--- config.mk ---
export PLATFORM = sky130hd
export DESIGN_NAME = board_ctrl_top
export DESIGN_NICKNAME = d
export VERILOG_FILES = /design/src/board_ctrl_pkg.sv /design/src/status_led_pkg.sv /design/src/ctrl_regs.sv /design/src/reset_hold_timer.sv /design/src/led_pattern_gen.sv /design/src/status_led_mux.sv /design/src/health_counters.sv /design/src/board_ctrl_top.sv
export SDC_FILE = /design/constraint.sdc
export NUM_CORES = 1
export LEC_CHECK = 0
export BUFFER_PORTS_ARGS = -buffer_cell sky130_fd_sc_hd__buf_2
export CAP_MARGIN = 20
export CORE_AREA = 2 2 188 153
export DETAILED_ROUTE_END_ITERATION = 10
export DIE_AREA = 0 0 190 155
export GPL_ROUTABILITY_DRIVEN = 0
export GPL_TIMING_DRIVEN = 0
export SYNTH_ARGS = -nofsm -noshare
export SYNTH_HDL_FRONTEND = slang
export SYNTH_SLANG_ARGS = --single-unit
--- constraint.sdc ---
create_clock -name control_clock -period 3.1 [get_ports control_clock]
set_input_delay 0.465 -clock control_clock [delete_from_list [all_inputs] [get_ports control_clock]]
set_output_delay 0.465 -clock control_clock [all_outputs]
set_load 0.1 [all_outputs]
--- src/board_ctrl_pkg.sv ---
`default_nettype none

package board_ctrl_pkg;

    ////////////////////
    // register port types
    ////////////////////

    typedef logic [7:0] reg_addr_t;
    typedef logic [7:0] reg_data_t;

    // health event counters, read back one byte at a time
    typedef logic [31:0] event_count_t;

    ////////////////////
    // register map
    ////////////////////

    localparam reg_addr_t addr_led_mode      = 8'h00;
    localparam reg_addr_t addr_command       = 8'h01;
    localparam reg_addr_t addr_status        = 8'h02;

    // base of each four-byte counter window, byte 0 is the lsb
    localparam reg_addr_t addr_main_lockloss = 8'h10;
    localparam reg_addr_t addr_hdmi_lockloss = 8'h14;
    localparam reg_addr_t addr_resync        = 8'h18;

    // command byte bits, self clearing
    localparam int cmd_console_reset = 0;
    localparam int cmd_drive_reset   = 1;

    // status byte bits
    localparam int stat_console_reset = 0;
    localparam int stat_drive_reset   = 1;
    localparam int stat_hdmi_ready    = 2;

endpackage

`default_nettype wire

--- src/status_led_pkg.sv ---
`default_nettype none

package status_led_pkg;

    // mode register values
    typedef enum logic [1:0] {
        led_health         = 2'd0,
        led_follow_drive   = 2'd1,
        led_follow_console = 2'd2,
        led_off            = 2'd3
    } led_mode_e;

    // health pattern chosen by the priority chain
    typedef enum logic [2:0] {
        pat_dim        = 3'd0,
        pat_fast_glow  = 3'd1,
        pat_blink_glow = 3'd2,
        pat_steady     = 3'd3,
        pat_slow_glow  = 3'd4
    } led_pattern_e;

endpackage

`default_nettype wire

--- src/ctrl_regs.sv ---
`timescale 1ns/100ps
`default_nettype none

module ctrl_regs (
    input  wire                         control_clock,
    input  wire                         reset_dc,
    input  wire                         wr_en,
    input  board_ctrl_pkg::reg_addr_t   wr_addr,
    input  board_ctrl_pkg::reg_data_t   wr_data,
    input  board_ctrl_pkg::reg_addr_t   rd_addr,
    input  board_ctrl_pkg::event_count_t main_lockloss_count,
    input  board_ctrl_pkg::event_count_t hdmi_lockloss_count,
    input  board_ctrl_pkg::event_count_t resync_count,
    input  wire                         console_reset_low,
    input  wire                         drive_reset_low,
    input  wire                         hdmi_ready,
    output board_ctrl_pkg::reg_data_t   rd_data,
    output status_led_pkg::led_mode_e   led_mode,
    output logic                        console_reset_req,
    output logic                        drive_reset_req
);

    import board_ctrl_pkg::*;
    import status_led_pkg::*;

    reg_data_t status_byte;
    reg_data_t read_mux;
    logic      cmd_write;

    // pick one byte of a counter, little endian
    function automatic reg_data_t count_byte(input event_count_t count, input logic [1:0] sel);
        return count[{sel, 3'b000} +: 8];
    endfunction

    assign cmd_write = wr_en && (wr_addr == addr_command);

    ////////////////////
    // write side
    ////////////////////

    always_ff @(posedge control_clock) begin
        if (reset_dc) begin
            led_mode          <= led_health;
            console_reset_req <= 1'b0;
            drive_reset_req   <= 1'b0;
        end else begin
            if (wr_en && (wr_addr == addr_led_mode)) begin
                led_mode <= led_mode_e'(wr_data[1:0]);
            end
            // one cycle pulses, nothing stored
            console_reset_req <= cmd_write && wr_data[cmd_console_reset];
            drive_reset_req   <= cmd_write && wr_data[cmd_drive_reset];
        end
    end

    ////////////////////
    // read side
    ////////////////////

    always_comb begin
        status_byte                     = '0;
        status_byte[stat_console_reset] = console_reset_low;
        status_byte[stat_drive_reset]   = drive_reset_low;
        status_byte[stat_hdmi_ready]    = hdmi_ready;
    end

    always_comb begin
        read_mux = '0;
        if (rd_addr == addr_led_mode) begin
            read_mux = reg_data_t'(led_mode);
        end else if (rd_addr == addr_status) begin
            read_mux = status_byte;
        end else if (rd_addr[7:2] == addr_main_lockloss[7:2]) begin
            read_mux = count_byte(main_lockloss_count, rd_addr[1:0]);
        end else if (rd_addr[7:2] == addr_hdmi_lockloss[7:2]) begin
            read_mux = count_byte(hdmi_lockloss_count, rd_addr[1:0]);
        end else if (rd_addr[7:2] == addr_resync[7:2]) begin
            read_mux = count_byte(resync_count, rd_addr[1:0]);
        end
    end

    always_ff @(posedge control_clock) begin
        rd_data <= read_mux;
    end

endmodule

`default_nettype wire

--- src/reset_hold_timer.sv ---
`timescale 1ns/100ps
`default_nettype none

module reset_hold_timer #(
    parameter int reset_hold_cycles = 32_000_000
) (
    input  wire  control_clock,
    input  wire  reset_dc,
    input  wire  request,
    output logic reset_low
);

    localparam int cnt_w = $clog2(reset_hold_cycles + 1) + 1;

    typedef logic [cnt_w-1:0] hold_count_t;

    hold_count_t hold_count;

    // line held for reset_hold_cycles+1 cycles after the last request
    always_ff @(posedge control_clock) begin
        if (reset_dc || request) begin
            hold_count <= '0;
            reset_low  <= 1'b1;
        end else if (reset_low) begin
            if (hold_count == hold_count_t'(reset_hold_cycles)) begin
                reset_low <= 1'b0;
            end else begin
                hold_count <= hold_count + 1'b1;
            end
        end
    end

endmodule

`default_nettype wire

--- src/led_pattern_gen.sv ---
`timescale 1ns/100ps
`default_nettype none

module led_pattern_gen #(
    parameter int slow_glow_bit = 26,
    parameter int fast_glow_bit = 22,
    parameter int blink_bit     = 24
) (
    input  wire  control_clock,
    input  wire  reset_dc,
    output logic dim,
    output logic slow_glow,
    output logic fast_glow,
    output logic blink
);

    localparam int glow_top = (slow_glow_bit > fast_glow_bit) ? slow_glow_bit : fast_glow_bit;
    localparam int top_bit  = (glow_top > blink_bit) ? glow_top : blink_bit;
    // low byte is always needed for the pwm compare
    localparam int cnt_w    = (top_bit + 1 > 8) ? top_bit + 1 : 8;

    typedef logic [cnt_w-1:0] pattern_count_t;

    pattern_count_t pattern_count;

    // bit_pos picks the ramp direction, the bits below it give the ramp
    function automatic logic glow_pwm(input pattern_count_t cnt, input int bit_pos);
        pattern_count_t shifted;
        logic [7:0]     ramp;
        if (bit_pos >= 8) begin
            shifted = cnt >> (bit_pos - 8);
        end else begin
            shifted = cnt << (8 - bit_pos);
        end
        ramp = shifted[7:0];
        if (cnt[bit_pos]) begin
            ramp = ~ramp;
        end
        return cnt[7:0] < ramp;
    endfunction

    always_ff @(posedge control_clock) begin
        if (reset_dc) begin
            pattern_count <= '0;
        end else begin
            pattern_count <= pattern_count + 1'b1;
        end
    end

    // quarter duty
    assign dim       = (pattern_count[1:0] == 2'b00);
    assign slow_glow = glow_pwm(pattern_count, slow_glow_bit);
    assign fast_glow = glow_pwm(pattern_count, fast_glow_bit);
    assign blink     = pattern_count[blink_bit];

endmodule

`default_nettype wire

--- src/status_led_mux.sv ---
`timescale 1ns/100ps
`default_nettype none

module status_led_mux (
    input  wire                       control_clock,
    input  wire                       reset_dc,
    input  status_led_pkg::led_mode_e led_mode,
    input  wire                       hdmi_ready,
    input  wire                       resync_seen,
    input  wire                       force_generate,
    input  wire                       link_ready,
    input  wire                       dim,
    input  wire                       slow_glow,
    input  wire                       fast_glow,
    input  wire                       blink,
    input  wire                       console_reset_low,
    input  wire                       drive_reset_low,
    output logic                      status_led_oe,
    output logic                      status_led_level
);

    import status_led_pkg::*;

    led_pattern_e health_pattern;
    logic         health_level;

    // health priority, first match wins
    always_comb begin
        if (!hdmi_ready) begin
            health_pattern = pat_dim;
        end else if (resync_seen) begin
            health_pattern = pat_fast_glow;
        end else if (force_generate) begin
            health_pattern = pat_blink_glow;
        end else if (link_ready) begin
            health_pattern = pat_steady;
        end else begin
            health_pattern = pat_slow_glow;
        end
    end

    // led is active low
    always_comb begin
        case (health_pattern)
            pat_dim:        health_level = ~dim;
            pat_fast_glow:  health_level = ~fast_glow;
            pat_blink_glow: health_level = blink ? ~fast_glow : 1'b1;
            pat_steady:     health_level = 1'b0;
            default:        health_level = ~slow_glow;
        endcase
    end

    always_ff @(posedge control_clock) begin
        if (reset_dc) begin
            status_led_oe    <= 1'b0;
            status_led_level <= 1'b1;
        end else begin
            case (led_mode)
                led_health: begin
                    status_led_oe    <= 1'b1;
                    status_led_level <= health_level;
                end
                led_follow_drive: begin
                    status_led_oe    <= drive_reset_low;
                    status_led_level <= 1'b0;
                end
                led_follow_console: begin
                    status_led_oe    <= console_reset_low;
                    status_led_level <= 1'b0;
                end
                default: begin
                    status_led_oe    <= 1'b0;
                    status_led_level <= 1'b1;
                end
            endcase
        end
    end

endmodule

`default_nettype wire

--- src/health_counters.sv ---
`timescale 1ns/100ps
`default_nettype none

module health_counters (
    input  wire                          control_clock,
    input  wire                          reset_dc,
    input  wire                          pll_main_locked,
    input  wire                          pll_hdmi_locked,
    input  wire                          resync,
    output logic                         hdmi_ready,
    output logic                         resync_seen,
    output board_ctrl_pkg::event_count_t main_lockloss_count,
    output board_ctrl_pkg::event_count_t hdmi_lockloss_count,
    output board_ctrl_pkg::event_count_t resync_count
);

    import board_ctrl_pkg::*;

    localparam int idx_main   = 0;
    localparam int idx_hdmi   = 1;
    localparam int idx_resync = 2;

    logic [2:0]   async_in;
    logic [2:0]   sync_meta;
    logic [2:0]   sync_q;
    logic [2:0]   sync_d;
    logic [2:0]   event_pulse;
    event_count_t event_count [3];

    assign async_in = {resync, pll_hdmi_locked, pll_main_locked};

    ////////////////////
    // sync and edge detect
    ////////////////////

    always_ff @(posedge control_clock) begin
        if (reset_dc) begin
            sync_meta   <= '0;
            sync_q      <= '0;
            sync_d      <= '0;
            event_pulse <= '0;
        end else begin
            sync_meta <= async_in;
            sync_q    <= sync_meta;
            sync_d    <= sync_q;
            // lock loss is a falling edge, resync a rising one
            event_pulse[idx_main]   <= sync_d[idx_main] & ~sync_q[idx_main];
            event_pulse[idx_hdmi]   <= sync_d[idx_hdmi] & ~sync_q[idx_hdmi];
            event_pulse[idx_resync] <= ~sync_d[idx_resync] & sync_q[idx_resync];
        end
    end

    always_ff @(posedge control_clock) begin
        for (int i = 0; i < 3; i++) begin
            if (reset_dc) begin
                event_count[i] <= '0;
            end else if (event_pulse[i]) begin
                event_count[i] <= event_count[i] + 1'b1;
            end
        end
    end

    assign hdmi_ready          = sync_q[idx_hdmi];
    assign resync_seen         = sync_q[idx_resync];
    assign main_lockloss_count = event_count[idx_main];
    assign hdmi_lockloss_count = event_count[idx_hdmi];
    assign resync_count        = event_count[idx_resync];

endmodule

`default_nettype wire

--- src/board_ctrl_top.sv ---
`timescale 1ns/100ps
`default_nettype none

module board_ctrl_top #(
    parameter int reset_hold_cycles = 32_000_000,
    parameter int slow_glow_bit     = 26,
    parameter int fast_glow_bit     = 22,
    parameter int blink_bit         = 24
) (
    input  wire                       control_clock,
    input  wire                       reset_dc,
    input  wire                       wr_en,
    input  board_ctrl_pkg::reg_addr_t wr_addr,
    input  board_ctrl_pkg::reg_data_t wr_data,
    input  board_ctrl_pkg::reg_addr_t rd_addr,
    input  wire                       pll_main_locked,
    input  wire                       pll_hdmi_locked,
    input  wire                       resync,
    input  wire                       force_generate,
    input  wire                       link_ready,
    output board_ctrl_pkg::reg_data_t rd_data,
    output wire                       console_reset_low,
    output wire                       drive_reset_low,
    output wire                       status_led_oe,
    output wire                       status_led_level
);

    import board_ctrl_pkg::*;
    import status_led_pkg::*;

    led_mode_e    led_mode;
    event_count_t main_lockloss_count;
    event_count_t hdmi_lockloss_count;
    event_count_t resync_count;
    wire          console_reset_req;
    wire          drive_reset_req;
    wire          hdmi_ready;
    wire          resync_seen;
    wire          dim;
    wire          slow_glow;
    wire          fast_glow;
    wire          blink;

    ctrl_regs ctrl_regs_i (
        .control_clock       (control_clock),
        .reset_dc            (reset_dc),
        .wr_en               (wr_en),
        .wr_addr             (wr_addr),
        .wr_data             (wr_data),
        .rd_addr             (rd_addr),
        .main_lockloss_count (main_lockloss_count),
        .hdmi_lockloss_count (hdmi_lockloss_count),
        .resync_count        (resync_count),
        .console_reset_low   (console_reset_low),
        .drive_reset_low     (drive_reset_low),
        .hdmi_ready          (hdmi_ready),
        .rd_data             (rd_data),
        .led_mode            (led_mode),
        .console_reset_req   (console_reset_req),
        .drive_reset_req     (drive_reset_req)
    );

    ////////////////////
    // console and drive reset lines
    ////////////////////

    reset_hold_timer #(
        .reset_hold_cycles (reset_hold_cycles)
    ) console_timer (
        .control_clock (control_clock),
        .reset_dc      (reset_dc),
        .request       (console_reset_req),
        .reset_low     (console_reset_low)
    );

    reset_hold_timer #(
        .reset_hold_cycles (reset_hold_cycles)
    ) drive_timer (
        .control_clock (control_clock),
        .reset_dc      (reset_dc),
        .request       (drive_reset_req),
        .reset_low     (drive_reset_low)
    );

    ////////////////////
    // status led
    ////////////////////

    led_pattern_gen #(
        .slow_glow_bit (slow_glow_bit),
        .fast_glow_bit (fast_glow_bit),
        .blink_bit     (blink_bit)
    ) led_pattern_gen_i (
        .control_clock (control_clock),
        .reset_dc      (reset_dc),
        .dim           (dim),
        .slow_glow     (slow_glow),
        .fast_glow     (fast_glow),
        .blink         (blink)
    );

    status_led_mux status_led_mux_i (
        .control_clock     (control_clock),
        .reset_dc          (reset_dc),
        .led_mode          (led_mode),
        .hdmi_ready        (hdmi_ready),
        .resync_seen       (resync_seen),
        .force_generate    (force_generate),
        .link_ready        (link_ready),
        .dim               (dim),
        .slow_glow         (slow_glow),
        .fast_glow         (fast_glow),
        .blink             (blink),
        .console_reset_low (console_reset_low),
        .drive_reset_low   (drive_reset_low),
        .status_led_oe     (status_led_oe),
        .status_led_level  (status_led_level)
    );

    health_counters health_counters_i (
        .control_clock       (control_clock),
        .reset_dc            (reset_dc),
        .pll_main_locked     (pll_main_locked),
        .pll_hdmi_locked     (pll_hdmi_locked),
        .resync              (resync),
        .hdmi_ready          (hdmi_ready),
        .resync_seen         (resync_seen),
        .main_lockloss_count (main_lockloss_count),
        .hdmi_lockloss_count (hdmi_lockloss_count),
        .resync_count        (resync_count)
    );

endmodule

`default_nettype wire

## Word level (Yosys, flattened, before mapping)

Memory sizes are Yosys's and may differ from the RTL's.
Index checks and enable logic that the tools add are counted.

- Add/sub/neg operators: 6
- $lt $le $gt $ge: 2
- Eq/ne operators: 12
- Shift operators: 3
- Mux-type cells: 33
- Bitwise operators: 16
- Reduce and logical (&&, ||, !) cells: 15

Operators by type and width:

| cell | count |
|---|---|
| $add A32 B1 Y32 const B | 3 |
| $mux W32 | 3 |
| $shiftx A32 B6 Y8 | 3 |
| $add A26 B1 Y26 const B | 2 |
| $eq A26 B25 Y1 const B | 2 |
| $mux W8 | 5 |
| $add A27 B1 Y27 const B | 1 |
| $eq A6 B3 Y1 const B | 3 |
| $logic_not A8 Y1 | 2 |
| $lt A8 B8 Y1 | 2 |
| $mux W1 | 16 |
| $not A8 Y8 | 2 |
| $mux W3 | 5 |
| $eq A8 B1 Y1 const B | 1 |
| $eq A8 B2 Y1 const B | 1 |
| $not A1 Y1 | 8 |
| $eq A3 B2 Y1 const B | 2 |
| $logic_and A1 B1 Y1 | 4 |
| $logic_not A2 Y1 | 2 |
| $pmux W1 S4 | 1 |
| $reduce_and A2 Y1 | 2 |
| $reduce_or A2 Y1 | 2 |
| $and A1 B1 Y1 | 3 |
| $eq A3 B1 Y1 const B | 1 |
| other kinds (8) | 11 |

- Flip-flop bits (word level): 107
- RAM bits: 96
- Bits of input ports: 32
- Output and inout bits: 12
- Logic and storage cells: 105
- Memories kept: 1

Memories:

| name | depth | bits a word | rd ports | clocked after Yosys merged registers in | wr ports | line | RTL |
|---|---|---|---|---|---|---|---|
| health_counters_i.event_count | 3 | 32 | 3 | 0 | 3 | health_counters.sv:28 | `event_count_t event_count [3];` |

## Depth between registers and ports, before layout

- Word-level depth: 7
- Mapped depth: 8
- Mapped depth without buffers: 8

## Modules after synthesis

Synthesis repeated with hierarchy kept, for this count alone.

- Cell total of the unflattened synthesis: 1202
- Area, all modules: 11877.6 um^2

Modules (own cells, without submodules):

| module | instances | cells an instance | area an instance (um^2) |
|---|---|---|---|
| health_counters | 1 | 563 | 5935.7 |
| reset_hold_timer | 2 | 157 | 1370.1 |
| led_pattern_gen | 1 | 200 | 1727.9 |
| ctrl_regs | 1 | 108 | 1315.0 |
| status_led_mux | 1 | 17 | 158.9 |

## Least setup slack after synthesis

Ideal clock, no wire load.

- Path kind: register to register
- Start: register console_timer.reset_low
- End: register console_timer.hold_count[13]
- Arrival: 2.451 ns
- Data required time: 3.030 ns
- Slack: 0.579 ns
- Stages on the path, launching flop included: 7
- Path buffers: 2
- Clock period less this slack: 2.521 ns
- Cells stage by stage: dfxtp_1 -> buf_4 -> and3_1 -> or4b_1 -> buf_2 -> or3_1 -> a21oi_1

- Longest elaborated chain between the ends: 1

RTL lines:

| element | line | RTL |
|---|---|---|
| start: declaration | reset_hold_timer.sv:10 | `output logic reset_low` |
| start signal: assignment | reset_hold_timer.sv:23 | `reset_low <= 1'b1;` |
| start signal: assignment | reset_hold_timer.sv:26 | `reset_low <= 1'b0;` |
| $reduce_and A2 Y1 (no source line) | -- |  |
| end signal: assignment | reset_hold_timer.sv:28 | `hold_count <= hold_count + 1'b1;` |
| end: declaration | reset_hold_timer.sv:17 | `hold_count_t hold_count;` |

No other way between the ends.
A chain may end at the register's enable or synchronous reset.

==> flow_summary.ini <==
[status]
status = finished clean

[synthesis]
ys.flop_type = dfxtp_1
syn_inst = 1100
synth_edf_count = 96
yosysSeqAreaShare = 0.460
async_reset_ff_frac = 0
synth_nets = 1160
ys_types = 58
ys_warn_count = 0
ys_seq_elements = 203
syn-cell-area_mm2 = 0.0109
syn_avg_cell_area_um2 = 9.92

[power]
power_density_mw_per_mm2 = 490
p_leak_nw = 4.19
pwr-share-clk = 0.451
share_comb_of_total_power = 0.057
netSwitchingFraction = 0.233
irDropWorstVdd_v = 0.000396
power.switching_mw = 1.41
p_int_mw = 4.63
seqPwrFrac = 0.493

[finish]
syn2layout_area_growth_pct = 12.8
layout.nets = 1219
layout_common_cells = nor2_1 (177), dfxtp_1 (107), edfxtp_1 (96)
post-route-util = 0.444
drive_above_1_share = 0.107
fillers = 2637
final_common_cell = nor2_1
multiInputGateArea_mm2 = 0.00561
antennaDiodeCount = 0
seq_area_mm2 = 0.00502

[floorplan]
pin_count = 44
num_rows = 55
design.core.area_mm2 = 0.0277
dieArea_mm2 = 0.0295
die_x_um = 190
die-height_um = 155
start_util = 0.394

[run]
drv_cap = 0

[setup_path]
reg2regPathDepth = 7
cp-end-kind = register
critPathArrivalTime_ps = 2540
path_class = reg -> reg
r2r_slack_ps = 810
cp_max_fo = 10
r2r_end = health_counters_i.event_count[0][26]
crit_chain = ha_1, and4_1, nand4_1, clkbuf_1, nor4_1, xnor2_1, nor2_1
reg2reg_from = health_counters_i.event_count[0][0]
start_kind = register
max_stage_delay_ps = 400
cpMaxStageDelayCell = edfxtp_1
crit_required_ps = 3350

[sta]
fin_worst_skew_ps = 23.1
hold_viol_final = 0
worstMarginPinSlew_ps = 826
slew-limit-headroom = 0.447
setup-tns-final_ps = 0
rsz0062_at_grt = false
post-route-period-util = 0.739
setup_viol = 0
finalMaxSlewViolations = 0
max_freq_ghz = 0.437
fin_crit_ps = 2290

[drt]
vias = 8229
route.detailed.drc = 0
avgRoutedWirePerCell_um = 15.9
avgViaCountPerCell = 5.33
drt_iter0_markers = 553
drt_wl_total_mm = 24.6
first_pass_iters = 5
ant_nets = 0

[cts]
numCtsBuffers = 23
clockBufferDepth = 3
clkTransAtPathRegs_ps = 60
clk_latency_ps = 520
postCtsSetupBuffers = 0
cts-resized-gates = 0
cts_tree = yes
hold_buffers = 0
cts_num_sinks = 203
cts_root_buf = clkbuf_16
cts_htree_levels = 1

[global_routing]
track_usage = 0.167
grt_max_degree = 33
grt_pass1_wl_mm = 40.2
grt_antenna_before_repair = 0
gr-total-overflow = 0
grt_pass1_vias = 7704

[place]
dp_hpwl_mm = 17.6
io_buffers = 34

[min_path]
min_to = health_counters_i.sync_meta[1]
min_path_type = in -> reg
min_from = pll_hdmi_locked
holdPathStages = 2
per-stage QoR:
stage               area [µm²]  instances  hold slack (ps)  total power [mW]  setup slack (ps)
floorplan                10900       1100              367              3.25               579
global placement         11500       1504              380              3.37               491
detailed placement       11500       1504              402              3.37               500
CTS                      12300       1545              158              6.10               825
global route             12300       1545              187              6.25               567
finish                   12300       1545              165              6.03               810
layer usage:
layer	part of all wire	global-route usage
met5	0	0
met4	0.031	0.0524
met3	0.048	0.0221
met2	0.42	0.254
met1	0.50	0.246
final cells by class:
class | count | area share
Inverter | 27 | 0.00823
Timing Repair Buffer | 34 | 0.0138
Tap cell | 370 | 0.0376
Clock inverter | 7 | 0.00305
Clock buffer | 34 | 0.0587
Sequential cell | 203 | 0.408
Multi-Input combinational cell | 825 | 0.456
Buffer | 45 | 0.0148
how the worst max path moves through the flow:
| stage | from | slack, ps | endpoint |
|---|---|---|---|
| after floorplan | console_timer.reset_low | 580 | console_timer.hold_count[13] |
| after global placement | reset_dc | 490 | health_counters_i.event_count[1][19] |
| after detailed placement | reset_dc | 500 | health_counters_i.event_count[2][14] |
| after CTS | health_counters_i.event_count[2][0] | 830 | health_counters_i.event_count[2][26] |
| after global routing | health_counters_i.event_count[0][0] | 570 | health_counters_i.event_count[0][26] |
| final | health_counters_i.event_count[0][0] | 810 | health_counters_i.event_count[0][26] |
power by group through the flow:
| stage | Sequential (mW) | Clock (mW) | Combinational [mW] |
|---|---|---|---|
| 5_1_grt | 2.98 | 2.89 | 0.376 |
| 4_1_cts | 2.97 | 2.79 | 0.344 |
| 3_5_place_dp | 3.03 | 0 | 0.343 |
| 2_1_floorplan | 3.02 | 0 | 0.226 |
| 6_report | 2.97 | 2.72 | 0.341 |
| 3_3_place_gp | 3.03 | 0 | 0.340 |
flip-flops by register name (all words and copies together), names as in the netlist, 3 cells and up:
signal	cells
drive_timer.hold_count	26
health_counters_i.event_count	96
led_pattern_gen_i.pattern_count	27
health_counters_i.sync_d	3
ctrl_regs_i.rd_data	8
console_timer.hold_count	26
health_counters_i.sync_q	3
health_counters_i.sync_meta	3
health_counters_i.event_pulse	3
synth_stat cells, types with 5 or more instances:
cell / count / area share
or3_1: 19 / 0.011
ha_1: 28 / 0.032
nor4_1: 13 / 0.0075
xor2_1: 88 / 0.071
nand3_1: 54 / 0.025
nand2_1: 74 / 0.025
xnor2_1: 69 / 0.055
edfxtp_1: 96 / 0.26
mux4_2: 24 / 0.050
a31oi_1: 5 / 0.0029
buf_2: 7 / 0.0032
inv_1: 27 / 0.0093
and4_1: 20 / 0.016
nor2b_1: 13 / 0.0075
o21ai_0: 22 / 0.010
nand4_1: 60 / 0.034
o211ai_1: 5 / 0.0034
or4_1: 6 / 0.0041
clkbuf_1: 33 / 0.011
dfxtp_1: 107 / 0.20
nor4b_1: 6 / 0.0048
and2_1: 5 / 0.0029
a21oi_1: 33 / 0.015
or2_2: 7 / 0.0040
mux2i_1: 8 / 0.0073
nor3_1: 23 / 0.011
nor2_1: 177 / 0.061
and3_1: 25 / 0.014
critical path: cells and delay by family, from the launching register on:
kind	cells	cell delay [ps]
fa+ha+maj	1	250
xor+xnor	1	180
flops	1	400
buf+inv	1	290
simple gates	4	910
kinds of logic after synthesis:
| group | Yosys count | synth area share |
|---|---|---|
| compound gates | 81 | 0.0447 |
| fa+ha+maj | 28 | 0.0321 |
| simple gates | 527 | 0.254 |
| buf+inv | 72 | 0.0260 |
| flops | 203 | 0.460 |
| mux | 32 | 0.0568 |
| xor+xnor | 157 | 0.126 |
No activity file was read; power rests on OpenSTA's default activity.
